--- src/hdl/ahb_pkg.sv ---
// AHB protocol definitions shared by the master multiplexer and its testbench.
// Holds the bus widths and the transfer-type encoding. Modules take it by a
// wildcard import in their header.

package ahb_pkg;

  // --------------------------------------------------------------------------
  // Bus widths
  // --------------------------------------------------------------------------
  localparam int ADDR_W = 32;
  localparam int DATA_W = 32;
  localparam int SIZE_W = 3;

  // HTRANS encodings as defined by AHB
  typedef enum logic [1:0] {
    IDLE   = 2'b00,
    BUSY   = 2'b01,
    NONSEQ = 2'b10,
    SEQ    = 2'b11
  } htrans_t;

endpackage

--- src/hdl/master_mux_pkg.sv ---
// Definitions of the three-to-one master multiplexer itself.
// Gives the port count, the high-priority port and the HMASTER encoding
// that tells which master owns the current address phase.

package master_mux_pkg;

  // Number of master ports and the one with fixed high priority
  localparam int NUM_PORTS = 3;
  localparam int PRIO_PORT = 2;

  // Address-phase owner as seen on HMASTERM
  typedef enum logic [1:0] {
    MST_PORT0 = 2'd0,
    MST_PORT1 = 2'd1,
    MST_PORT2 = 2'd2,
    MST_NONE  = 2'd3
  } hmaster_t;

endpackage

--- src/hdl/ahb_input_stage.sv ---
`timescale 1ns/1ps
// Input stage of one master port.
// Captures an address phase that arrives while the port is not granted and
// replays it to the output multiplexer once the arbiter selects the port.
// Also routes the slave response back to this master while it owns the
// data phase, and stalls the master while a request is held.

module ahb_input_stage
  import ahb_pkg::*;
(
  input  logic              HCLK,
  input  logic              HRESETn,
  input  logic              hsel,
  input  logic [ADDR_W-1:0] haddr,
  input  htrans_t           htrans,
  input  logic [SIZE_W-1:0] hsize,
  input  logic              hwrite,
  input  logic              hready,
  input  logic              grant_addr,
  input  logic              grant_data,
  input  logic              hreadyout_m,
  input  logic              hresp_m,
  output logic              req,
  output logic              ips_hsel,
  output logic [ADDR_W-1:0] ips_haddr,
  output htrans_t           ips_htrans,
  output logic [SIZE_W-1:0] ips_hsize,
  output logic              ips_hwrite,
  output logic              ips_hready,
  output logic              hreadyout,
  output logic              hresp
);

  logic              trans_valid;
  logic              accepted;
  logic              input_hold;
  logic              hold_active;
  logic [ADDR_W-1:0] haddr_q;
  logic              seq_q;     // HTRANS[1] is always set for a held phase
  logic [SIZE_W-1:0] hsize_q;
  logic              hwrite_q;

  // NONSEQ or SEQ with the master ready
  assign trans_valid = hsel & htrans[1] & hready;
  assign accepted    = grant_addr & hreadyout_m;
  assign input_hold  = trans_valid & ~accepted;
  assign req         = trans_valid | hold_active;

  always_ff @(posedge HCLK or negedge HRESETn)
  begin
    if (!HRESETn)
      hold_active <= 1'b0;
    else
      hold_active <= input_hold | (hold_active & ~accepted);
  end

  always_ff @(posedge HCLK)
  begin
    if (input_hold)
    begin
      haddr_q  <= haddr;
      seq_q    <= htrans[0];
      hsize_q  <= hsize;
      hwrite_q <= hwrite;
    end
  end

  // Held copy takes over until the port is granted
  assign ips_hsel   = hold_active | hsel;
  assign ips_haddr  = hold_active ? haddr_q : haddr;
  assign ips_htrans = hold_active ? htrans_t'({1'b1, seq_q}) : htrans;
  assign ips_hsize  = hold_active ? hsize_q : hsize;
  assign ips_hwrite = hold_active ? hwrite_q : hwrite;
  assign ips_hready = hold_active | hready;

  // Wait while holding, otherwise pass the slave response if data phase owner
  assign hreadyout = ~hold_active & (grant_data ? hreadyout_m : 1'b1);
  assign hresp     = grant_data & hresp_m;

endmodule

--- src/hdl/ahb_arbiter.sv ---
`timescale 1ns/1ps
// Arbiter of the three-to-one master multiplexer.
// Port 2 has fixed high priority, ports 0 and 1 share the bus by round
// robin. The grant is combinational and is frozen for one cycle after an
// announced transfer was stalled. Also keeps the data-phase owner and the
// flag for a data phase that carries a real transfer.

module ahb_arbiter
  import ahb_pkg::*, master_mux_pkg::*;
(
  input  logic                 HCLK,
  input  logic                 HRESETn,
  input  logic [NUM_PORTS-1:0] req,
  input  logic                 hsel_m,
  input  htrans_t              htrans_m,
  input  logic                 hready_mux,
  output logic [NUM_PORTS-1:0] sel_addr,
  output logic [NUM_PORTS-1:0] sel_data,
  output logic                 active_transfer
);

  logic                 announced;
  logic                 stall_q;
  logic [NUM_PORTS-1:0] last_grant_q;
  logic                 rr_q;   // Set when port 1 had the last shared grant

  assign announced = hsel_m & htrans_m[1];

  // --------------------------------------------------------------------------
  // Stall hold tracked every cycle
  // --------------------------------------------------------------------------
  always_ff @(posedge HCLK or negedge HRESETn)
  begin
    if (!HRESETn)
    begin
      stall_q      <= 1'b0;
      last_grant_q <= '0;
    end
    else
    begin
      stall_q      <= announced & ~hready_mux;
      last_grant_q <= sel_addr;
    end
  end

  // --------------------------------------------------------------------------
  // Grant selection
  // --------------------------------------------------------------------------
  always_comb
  begin
    sel_addr = '0;
    if (stall_q)
      sel_addr = last_grant_q;
    else if (req[PRIO_PORT])
      sel_addr[PRIO_PORT] = 1'b1;
    else if (req[0] && req[1])
    begin
      // Port 0 follows port 1 and the other way round
      sel_addr[0] = rr_q;
      sel_addr[1] = ~rr_q;
    end
    else
      sel_addr = req;
  end

  // Data-phase registers advance with the accepted address phase
  always_ff @(posedge HCLK or negedge HRESETn)
  begin
    if (!HRESETn)
    begin
      rr_q            <= 1'b1;  // first contention goes to port 0
      sel_data        <= '0;
      active_transfer <= 1'b0;
    end
    else if (hready_mux)
    begin
      rr_q            <= sel_addr[1] | (rr_q & ~sel_addr[0]);
      sel_data        <= sel_addr;
      active_transfer <= announced;
    end
  end

endmodule

--- src/hdl/ahb_bus_mux.sv ---
`timescale 1ns/1ps
// Output multiplexer of the three-to-one master multiplexer.
// Steers the address phase by the address-phase grant and the write data
// by the data-phase owner, merges HREADY, turns SEQ into NONSEQ when the
// master changed or the bus was idle, and encodes HMASTER.

module ahb_bus_mux
  import ahb_pkg::*, master_mux_pkg::*;
(
  input  logic                             HCLK,
  input  logic                             HRESETn,
  input  logic [NUM_PORTS-1:0]             ips_hsel,
  input  logic [NUM_PORTS-1:0][ADDR_W-1:0] ips_haddr,
  input  htrans_t [NUM_PORTS-1:0]          ips_htrans,
  input  logic [NUM_PORTS-1:0][SIZE_W-1:0] ips_hsize,
  input  logic [NUM_PORTS-1:0]             ips_hwrite,
  input  logic [NUM_PORTS-1:0]             ips_hready,
  input  logic [NUM_PORTS-1:0][DATA_W-1:0] hwdata,
  input  logic [NUM_PORTS-1:0]             sel_addr,
  input  logic [NUM_PORTS-1:0]             sel_data,
  input  logic                             active_transfer,
  input  logic                             hreadyout_m,
  output logic                             hsel_m,
  output logic [ADDR_W-1:0]                haddr_m,
  output htrans_t                          htrans_m,
  output logic [SIZE_W-1:0]                hsize_m,
  output logic                             hwrite_m,
  output logic                             hready_mux,
  output logic [DATA_W-1:0]                hwdata_m,
  output hmaster_t                         hmaster_m
);

  logic [1:0] trans_mux;
  logic       idle_q;
  logic       seq_suppress;

  // AND-OR multiplexers on one-hot selects
  always_comb
  begin
    hsel_m    = 1'b0;
    haddr_m   = '0;
    trans_mux = 2'b00;
    hsize_m   = '0;
    hwrite_m  = 1'b0;
    hwdata_m  = '0;
    for (int i = 0; i < NUM_PORTS; i++)
    begin
      hsel_m    = hsel_m | (sel_addr[i] & ips_hsel[i]);
      haddr_m   = haddr_m | ({ADDR_W{sel_addr[i]}} & ips_haddr[i]);
      trans_mux = trans_mux | ({2{sel_addr[i]}} & ips_htrans[i]);
      hsize_m   = hsize_m | ({SIZE_W{sel_addr[i]}} & ips_hsize[i]);
      hwrite_m  = hwrite_m | (sel_addr[i] & ips_hwrite[i]);
      hwdata_m  = hwdata_m | ({DATA_W{sel_data[i]}} & hwdata[i]);
    end
  end

  // Slave ready during a real data phase, else the granted master's HREADY
  assign hready_mux = active_transfer ? hreadyout_m
                                      : (|(sel_addr & ips_hready)) | ~(|sel_addr);

  // Remembers an IDLE address phase that is still waiting on the slave
  always_ff @(posedge HCLK or negedge HRESETn)
  begin
    if (!HRESETn)
      idle_q <= 1'b0;
    else
      idle_q <= ((htrans_m == IDLE) | idle_q) & ~hreadyout_m;
  end

  // ---------------------------------------------------------------------------
  // SEQ is only legal when the same master continues
  // ---------------------------------------------------------------------------
  assign seq_suppress = (sel_addr != sel_data) | idle_q;
  assign htrans_m     = htrans_t'({trans_mux[1], trans_mux[0] & ~seq_suppress});

  always_comb
  begin
    case (sel_addr)
      3'b001:  hmaster_m = MST_PORT0;
      3'b010:  hmaster_m = MST_PORT1;
      3'b100:  hmaster_m = MST_PORT2;
      default: hmaster_m = MST_NONE;
    endcase
  end

endmodule

--- src/hdl/ahb_master_mux.sv ---
`timescale 1ns/1ps
// Top level of the three-to-one AHB master multiplexer.
// Three masters share one AHB slave port. Each master has its own input
// stage, one arbiter picks the address-phase owner and the bus multiplexer
// drives the slave side. HMASTERM shows the current address-phase owner.

module ahb_master_mux
  import ahb_pkg::*, master_mux_pkg::*;
(
  input  logic              HCLK,
  input  logic              HRESETn,
  // Master port 0
  input  logic              HSELS0,
  input  logic [ADDR_W-1:0] HADDRS0,
  input  htrans_t           HTRANSS0,
  input  logic [SIZE_W-1:0] HSIZES0,
  input  logic              HWRITES0,
  input  logic              HREADYS0,
  input  logic [DATA_W-1:0] HWDATAS0,
  output logic              HREADYOUTS0,
  output logic              HRESPS0,
  output logic [DATA_W-1:0] HRDATAS0,
  // Master port 1
  input  logic              HSELS1,
  input  logic [ADDR_W-1:0] HADDRS1,
  input  htrans_t           HTRANSS1,
  input  logic [SIZE_W-1:0] HSIZES1,
  input  logic              HWRITES1,
  input  logic              HREADYS1,
  input  logic [DATA_W-1:0] HWDATAS1,
  output logic              HREADYOUTS1,
  output logic              HRESPS1,
  output logic [DATA_W-1:0] HRDATAS1,
  // Master port 2 with high priority
  input  logic              HSELS2,
  input  logic [ADDR_W-1:0] HADDRS2,
  input  htrans_t           HTRANSS2,
  input  logic [SIZE_W-1:0] HSIZES2,
  input  logic              HWRITES2,
  input  logic              HREADYS2,
  input  logic [DATA_W-1:0] HWDATAS2,
  output logic              HREADYOUTS2,
  output logic              HRESPS2,
  output logic [DATA_W-1:0] HRDATAS2,
  // Slave side
  output logic              HSELM,
  output logic [ADDR_W-1:0] HADDRM,
  output htrans_t           HTRANSM,
  output logic [SIZE_W-1:0] HSIZEM,
  output logic              HWRITEM,
  output logic              HREADYM,
  output logic [DATA_W-1:0] HWDATAM,
  output hmaster_t          HMASTERM,
  input  logic              HREADYOUTM,
  input  logic              HRESPM,
  input  logic [DATA_W-1:0] HRDATAM
);

  logic [NUM_PORTS-1:0]             req;
  logic [NUM_PORTS-1:0]             sel_addr;
  logic [NUM_PORTS-1:0]             sel_data;
  logic                             active_transfer;
  logic                             hready_mux;
  logic [NUM_PORTS-1:0]             ips_hsel;
  logic [NUM_PORTS-1:0][ADDR_W-1:0] ips_haddr;
  htrans_t [NUM_PORTS-1:0]          ips_htrans;
  logic [NUM_PORTS-1:0][SIZE_W-1:0] ips_hsize;
  logic [NUM_PORTS-1:0]             ips_hwrite;
  logic [NUM_PORTS-1:0]             ips_hready;
  logic [NUM_PORTS-1:0][DATA_W-1:0] hwdata;

  assign hwdata   = {HWDATAS2, HWDATAS1, HWDATAS0};
  assign HREADYM  = hready_mux;
  // Read data goes to every master unchanged
  assign HRDATAS0 = HRDATAM;
  assign HRDATAS1 = HRDATAM;
  assign HRDATAS2 = HRDATAM;

  // ---------------------------------------------------------------------------
  // Input stages
  // ---------------------------------------------------------------------------
  ahb_input_stage u_stage0 (
    .HCLK(HCLK), .HRESETn(HRESETn),
    .hsel(HSELS0), .haddr(HADDRS0), .htrans(HTRANSS0),
    .hsize(HSIZES0), .hwrite(HWRITES0), .hready(HREADYS0),
    .grant_addr(sel_addr[0]), .grant_data(sel_data[0]),
    .hreadyout_m(HREADYOUTM), .hresp_m(HRESPM), .req(req[0]),
    .ips_hsel(ips_hsel[0]), .ips_haddr(ips_haddr[0]), .ips_htrans(ips_htrans[0]),
    .ips_hsize(ips_hsize[0]), .ips_hwrite(ips_hwrite[0]), .ips_hready(ips_hready[0]),
    .hreadyout(HREADYOUTS0), .hresp(HRESPS0)
  );

  ahb_input_stage u_stage1 (
    .HCLK(HCLK), .HRESETn(HRESETn),
    .hsel(HSELS1), .haddr(HADDRS1), .htrans(HTRANSS1),
    .hsize(HSIZES1), .hwrite(HWRITES1), .hready(HREADYS1),
    .grant_addr(sel_addr[1]), .grant_data(sel_data[1]),
    .hreadyout_m(HREADYOUTM), .hresp_m(HRESPM), .req(req[1]),
    .ips_hsel(ips_hsel[1]), .ips_haddr(ips_haddr[1]), .ips_htrans(ips_htrans[1]),
    .ips_hsize(ips_hsize[1]), .ips_hwrite(ips_hwrite[1]), .ips_hready(ips_hready[1]),
    .hreadyout(HREADYOUTS1), .hresp(HRESPS1)
  );

  ahb_input_stage u_stage2 (
    .HCLK(HCLK), .HRESETn(HRESETn),
    .hsel(HSELS2), .haddr(HADDRS2), .htrans(HTRANSS2),
    .hsize(HSIZES2), .hwrite(HWRITES2), .hready(HREADYS2),
    .grant_addr(sel_addr[2]), .grant_data(sel_data[2]),
    .hreadyout_m(HREADYOUTM), .hresp_m(HRESPM), .req(req[2]),
    .ips_hsel(ips_hsel[2]), .ips_haddr(ips_haddr[2]), .ips_htrans(ips_htrans[2]),
    .ips_hsize(ips_hsize[2]), .ips_hwrite(ips_hwrite[2]), .ips_hready(ips_hready[2]),
    .hreadyout(HREADYOUTS2), .hresp(HRESPS2)
  );

  // Arbiter sees the slave-side address phase after SEQ suppression
  ahb_arbiter u_arbiter (
    .HCLK(HCLK), .HRESETn(HRESETn), .req(req),
    .hsel_m(HSELM), .htrans_m(HTRANSM), .hready_mux(hready_mux),
    .sel_addr(sel_addr), .sel_data(sel_data), .active_transfer(active_transfer)
  );

  ahb_bus_mux u_bus_mux (
    .HCLK(HCLK), .HRESETn(HRESETn),
    .ips_hsel(ips_hsel), .ips_haddr(ips_haddr), .ips_htrans(ips_htrans),
    .ips_hsize(ips_hsize), .ips_hwrite(ips_hwrite), .ips_hready(ips_hready),
    .hwdata(hwdata), .sel_addr(sel_addr), .sel_data(sel_data),
    .active_transfer(active_transfer), .hreadyout_m(HREADYOUTM),
    .hsel_m(HSELM), .haddr_m(HADDRM), .htrans_m(HTRANSM),
    .hsize_m(HSIZEM), .hwrite_m(HWRITEM), .hready_mux(hready_mux),
    .hwdata_m(HWDATAM), .hmaster_m(HMASTERM)
  );

endmodule

--- config.mk ---
export PLATFORM = sky130hd
export DESIGN_NAME = ahb_master_mux
export DESIGN_NICKNAME = d
export VERILOG_FILES = /design/src/hdl/ahb_pkg.sv /design/src/hdl/master_mux_pkg.sv /design/src/hdl/ahb_input_stage.sv /design/src/hdl/ahb_arbiter.sv /design/src/hdl/ahb_bus_mux.sv /design/src/hdl/ahb_master_mux.sv
export SDC_FILE = /design/constraint.sdc
export NUM_CORES = 1
export LEC_CHECK = 0
export BUFFER_PORTS_ARGS = -buffer_cell sky130_fd_sc_hd__buf_2
export CAP_MARGIN = 20
export CORE_AREA = 5 5 164 166
export CTS_BUF_LIST = sky130_fd_sc_hd__clkbuf_8 sky130_fd_sc_hd__clkbuf_16
export DETAILED_ROUTE_END_ITERATION = 7
export DIE_AREA = 0 0 169 171
export GPL_ROUTABILITY_DRIVEN = 0
export SYNTH_ARGS = -nofsm -noshare
export SYNTH_HDL_FRONTEND = slang
export SYNTH_SLANG_ARGS = --single-unit
--- constraint.sdc ---
create_clock -name HCLK -period 4.15 [get_ports HCLK]
set_input_delay 0.2075 -clock HCLK [delete_from_list [all_inputs] [get_ports HCLK]]
set_output_delay 0.2075 -clock HCLK [all_outputs]
set_load 0.01 [all_outputs]
=== Word level (Yosys, flattened, before mapping) ===
Index checks and enable logic that the tools add are counted.
Widths: inputs -> output; s select.

* Bits in registers: 124
* Word-level logic and storage cells: 135

* Eq/ne operators: 4
* Mux-type cells: 21
* Bitwise gates (word level): 85
* Reductions and logical operators: 4

{| class="wikitable"
|+ Operator list
! operator !! count
|-
| $and 32x32->32 || 6
|-
| $or 32x32->32 || 4
|-
| $mux 32 || 3
|-
| $and 1x1->1 || 32
|-
| $or 1x1->1 || 20
|-
| $and 3x3->3 || 4
|-
| $mux 3 || 4
|-
| $not 1->1 || 12
|-
| $mux 2 || 5
|-
| $mux 1 || 8
|-
| $and 2x2->2 || 3
|-
| $or 3x3->3 || 2
|-
| $pmux 2 s3 || 1
|-
| $reduce_or 3->1 || 2
|-
| $or 2x2->2 || 2
|-
| $eq 3x1->1 const B || 1
|-
| $eq 3x2->1 const B || 1
|-
| $eq 3x3->1 const B || 1
|-
| $ne 3x3->1 || 1
|-
| $logic_not 2->1 || 1
|-
| $logic_and 1x1->1 || 1
|}

=== Longest topological paths before layout ===
* Depth after elaboration: 14
* Gate-level depth with buffers: 8
* Depth with buffers taken out: 6

=== Cells and area by module ===
From an unflattened synthesis, not the netlist that was laid out.

* Cell total of the unflattened synthesis: 590
* Area, all modules: 7833.8 µm²

{| class="wikitable"
|+ By module, submodules not included
! module !! instances !! cells each !! area each (µm²)
|-
| ahb_input_stage || 3 || 91 || 1825.5
|-
| ahb_bus_mux || 1 || 185 || 1239.9
|-
| ahb_master_mux || 1 || 96 || 720.7
|-
| ahb_arbiter || 1 || 36 || 396.6
|}

=== Worst setup path before layout ===
OpenSTA, ideal clock, no wires.

* Kind: reg-to-reg
* From: reg u_stage0.hold_active
* To: reg u_stage0.haddr_q[0] (enable)
* Setup time: 444 ps
* Data arrival time: 3034 ps
* Path slack: 673 ps
* Stages on the path, launching flop included: 8
* Path buffers: 2
* Cells stage by stage: dfrtp_1 -> clkbuf_1 -> a31o_2 -> o211ai_1 -> and2_1 -> clkbuf_1 -> inv_2 -> a21oi_1

* Word-level cells in the longest chain between the ends: 8

{| class="wikitable"
|+ Ends and longest elaborated chain
! element !! RTL line !! source
|-
| start: declaration || ahb_input_stage.sv:37 || <nowiki>logic hold_active;</nowiki>
|-
| start signal: assignment || ahb_input_stage.sv:54 || <nowiki>hold_active <= input_hold | (hold_active & ~accepted);</nowiki>
|-
| $or 1x1->1 * || ahb_input_stage.sv:47 || <nowiki>assign req = trans_valid | hold_active;</nowiki>
|-
| $logic_and 1x1->1 || ahb_arbiter.sv:56 || <nowiki>else if (req[0] && req[1])</nowiki>
|-
| $mux 2 * || ahb_arbiter.sv:56 ||
|-
| $mux 2 * || ahb_arbiter.sv:54 || <nowiki>else if (req[PRIO_PORT])</nowiki>
|-
| $mux 3 * || ahb_arbiter.sv:52 || <nowiki>if (stall_q)</nowiki>
|-
| named net u_stage0.grant_addr || ahb_input_stage.sv:19 || <nowiki>input logic grant_addr,</nowiki>
|-
| $and 1x1->1 * || ahb_input_stage.sv:45 || <nowiki>assign accepted = grant_addr & hreadyout_m;</nowiki>
|-
| $not 1->1 * || ahb_input_stage.sv:46 || <nowiki>assign input_hold = trans_valid & ~accepted;</nowiki>
|-
| $and 1x1->1 * || ahb_input_stage.sv:46 ||
|-
| named net u_stage0.input_hold || ahb_input_stage.sv:36 || <nowiki>logic input_hold;</nowiki>
|-
| end signal: assignment || ahb_input_stage.sv:61 || <nowiki>haddr_q <= haddr;</nowiki>
|-
| end: declaration || ahb_input_stage.sv:38 || <nowiki>logic [ADDR_W-1:0] haddr_q;</nowiki>
|}

Mark *: on every way through the listed nets, which the timed path passes. The rest lies on a longest branch.
A chain may end at the register's enable or synchronous reset.

=== Worst setup path in the final report ===
* From: reg u_stage2.hold_active
* To: out HTRANSM[0]

* Word-level cells in the longest chain between the ends: 7

{| class="wikitable"
|+ Ends and longest elaborated chain
! element !! RTL line !! source
|-
| start: declaration || ahb_input_stage.sv:37 ||
|-
| start signal: assignment || ahb_input_stage.sv:54 ||
|-
| $or 1x1->1 || ahb_input_stage.sv:47 ||
|-
| $mux 2 / $mux 1 (equally long branches) || ahb_arbiter.sv:54 ||
|-
| $mux 3 || ahb_arbiter.sv:52 ||
|-
| $ne 3x3->1 / $and 2x2->2 (equally long branches) || ahb_bus_mux.sv:73, ahb_bus_mux.sv:50 ||
|-
| $or 1x1->1 / $or 2x2->2 (equally long branches) || ahb_bus_mux.sv:73, ahb_bus_mux.sv:50 ||
|-
| $not 1->1 / $or 2x2->2 (equally long branches) || ahb_bus_mux.sv:74, ahb_bus_mux.sv:50 ||
|-
| $and 1x1->1 * || ahb_bus_mux.sv:74 || <nowiki>assign htrans_m = htrans_t'({trans_mux[1], trans_mux[0] & ~seq_suppress});</nowiki>
|-
| end: declaration || ahb_master_mux.sv:48 || <nowiki>output htrans_t HTRANSM,</nowiki>
|}

Every way passes the cells marked *; elsewhere a longest branch is shown, timed or not.

==> results.json <==
{
  "synth_edf_count": 111,
  "p_int_mw": 3.87,
  "power_density_nw_per_um2": 637,
  "clock_latency_ns": 0.42,
  "initial_core_util": 0.285,
  "slowest_delay_ns": 0.61,
  "most-common-layout-cells": "buf_2 (299), dlygate4sd3_1 (111), edfxtp_1 (111)",
  "grt_pass1_vias": 6495,
  "start_kind": "register",
  "yosysSeqAreaShare": 0.505,
  "drc_errors": 0,
  "grt_overflow": 0,
  "area_delta_synth_final_pct": 39.3,
  "slew_headroom": 0.265,
  "r2r_slack_ns": 1.24,
  "avgSynthCellArea_um2": 12.0,
  "grt_use_total": 0.165,
  "p_leak_nw": 4.39,
  "die_w_um": 169,
  "grt_pass1_wl_um": 37000,
  "cp_slowest_cell": "or4b_4",
  "rsz0062_at_grt": "false",
  "hpwl_um": 17200,
  "required_ns": 3.94,
  "setup_viol": 0,
  "netlist_area_um2": 7250,
  "num_antenna_cells": 0,
  "syn_inst": 603,
  "grt_max_degree": 45,
  "cts_tree": "built",
  "antenna_found_initial": 2,
  "synthesis.nets": 855,
  "num_vias": 6151,
  "routed_wirelength_um": 25300,
  "boundaryPins": 428,
  "power_frac_comb": 0.494,
  "synthArstFlopShare": 0.105,
  "yosysTopAreaCellShare": 0.460,
  "final_util": 0.397,
  "finalClockSkew_ns": 0.0110,
  "cp.arrival_ns": 2.94,
  "die_y_um": 171,
  "drtAntennaViolNets": 0,
  "worstSetupEndpointType": "output port",
  "clk_path_buf_depth": 2,
  "ys_types": 50,
  "core_area_um2": 25500,
  "multi_input_area_um2": 2540,
  "synth-seq-cells": 124,
  "min_path_type": "in -> reg",
  "firstDrtPassIters": 7,
  "p_sw_frac": 0.398,
  "die_area_um2": 28900,
  "synth_area_leaders": "edfxtp_1 (46%), mux2i_1 (10%), buf_4 (9.9%)",
  "ir_drop_mv": 0.326,
  "final_hold_viol_count": 0,
  "htreeDepth": 4,
  "path_cells": "buf_4, or4b_4, o221ai_2, nand4_1, a2111oi_1, or2_1, buf_2",
  "min_period_over_period": 0.759,
  "cts_resized": 0,
  "p_switching_mw": 2.56,
  "status": "completed",
  "drv_slew": 0,
  "fillers": 2413,
  "layout_commonest_cell": "buf_2",
  "cts_root_buf": "clkbuf_16",
  "viasPerCell": 4.92,
  "p_clk_frac": 0.254,
  "path_clk_slew_ns": 0.06,
  "worstSetupPathType": "reg -> out",
  "wl_per_cell_um": 20.2,
  "synth_top_cell_by_area": "edfxtp_1",
  "worst-path-max-fanout": 44,
  "nNetsFinal": 1155,
  "ff_latch_area_um2": 3660,
  "rows": 59,
  "synth_flop_cell": "edfxtp_1",
  "fin_setup_tns_ns": 0,
  "worst_pin_slew_ns": 1.10,
  "io_buffers": 299,
  "cts.sinks": 124,
  "pwr-share-seq": 0.252,
  "drive_above_1_share": 0.432,
  "drt_iter0_drc": 507,
  "timing.fmax_ghz": 0.317,
  "ys_warn_count": 0,
  "cts_buffers": 17,
  "drv_cap": 0,
  "post-route-min-period_ns": 3.15
}
==> synthesized netlist by cell type, types with 3 or more instances <==
cell       instances
a222oi_1          32
inv_1             38
nand2_1           39
o21ai_0            4
or2_1              3
a21oi_1           13
buf_2              4
a2111oi_1          3
o211ai_1           5
and2_1             5
dfrtp_1           12
buf_1              5
mux2i_1           74
edfxtp_1         111
mux2_2            38
nor2_1            13
buf_6              5
o221ai_1          37
buf_4             96
clkbuf_1          28
==> layout make-up <==
| class | instances | area share |
|---|---|---|
| Tap cell | 335 | 0.0415 |
| Multi-Input combinational cell | 301 | 0.252 |
| Inverter | 39 | 0.0145 |
| Sequential cell | 124 | 0.363 |
| Clock buffer | 17 | 0.0421 |
| Clock inverter | 15 | 0.0219 |
| Timing Repair Buffer | 420 | 0.266 |
==> per-stage QoR <==
step	std cells	hold WS [ns]	power (mW)	cell area, um2	worst slack (ns)
2_1_floorplan	603	-0.0881	3.68	7250	0.673
3_3_place_gp	1108	0.128	4.76	8340	1.24
3_5_place_dp	1108	0.131	4.76	8340	1.20
4_1_cts	1250	0.00430	6.50	10100	0.960
5_1_grt	1251	0.00857	6.80	10100	0.852
6_report	1251	0.0345	6.43	10100	0.999
==> repair_timing <==
item / in CTS / in global routing
endpoints found under the hold margin: 122 / 1
endpoints found under the setup margin: 0 / 0
hold buffers: 110 / 1
setup buffers: 0 / 0
==> kinds of logic after synthesis <==
kind of cell / after synthesis / share of synthesized area
simple gates: 73 / 0.0461
mux: 112 / 0.161
buf+inv: 178 / 0.149
compound gates: 116 / 0.139
flops: 124 / 0.505
==> registers in the layout (all words and copies together), names as in the netlist <==
name                       flops
u_stage1.hold_active           1
u_stage2.seq_q                 1
u_stage0.haddr_q              32
u_arbiter.active_transfer      1
u_arbiter.rr_q                 1
u_stage1.haddr_q              32
u_arbiter.stall_q              1
u_bus_mux.idle_q               1
u_stage2.hold_active           1
u_stage1.seq_q                 1
u_stage2.hwrite_q              1
u_stage1.hsize_q               3
u_stage0.hwrite_q              1
u_stage2.haddr_q              32
u_stage0.seq_q                 1
u_stage0.hsize_q               3
u_arbiter.last_grant_q         3
u_stage1.hwrite_q              1
u_arbiter.sel_data             3
u_stage2.hsize_q               3
u_stage0.hold_active           1
==> routing by layer <==
| layer | vias to the layer above | GRT usage | share of wire |
|---|---|---|---|
| met5 | - | 0 | 0.00083 |
| met4 | 4 | 0.0886 | 0.041 |
| met3 | 105 | 0.0434 | 0.072 |
| met2 | 282 | 0.272 | 0.49 |
| met1 | 2946 | 0.199 | 0.40 |
| li1 | 2814 | - | - |
==> worst paths after layout <==
path,from,end,cells after the start
setup / recovery,u_stage2.hold_active$_DFF_PN0_,HTRANSM[0],7
hold / removal,HTRANSS0[0],u_stage0.seq_q$_DFFE_PP_,1
setup reg to reg,u_arbiter.stall_q$_DFF_PN0_,u_stage0.haddr_q[24]$_DFFE_PP_,6
hold reg to reg,u_arbiter.rr_q$_DFFE_PN1P_,u_arbiter.rr_q$_DFFE_PN1P_,2
max in group asynchronous,HRESETn,u_arbiter.rr_q$_DFFE_PN1P_,2
min in group asynchronous,HRESETn,u_arbiter.last_grant_q[1]$_DFF_PN0_,2
==> worst max-delay path, delay by kind of cell, from the launching register on <==
family | cells | cell delay (ns)
AO/OA/AOI/OAI | 2 | 0.68
AND/OR/NAND/NOR | 3 | 0.94
buffers and inverters | 2 | 0.47
flip-flops | 1 | 0.42
==> power by group through the flow <==
stage	registers (mW)	clock network, mW	logic [mW]
floorplan	1.55	0	2.13
global placement	1.63	0	3.13
detailed placement	1.64	0	3.12
CTS	1.61	1.67	3.22
global route	1.63	1.73	3.45
finish	1.62	1.64	3.18
Note: power is estimated with default switching activity, not from simulation.
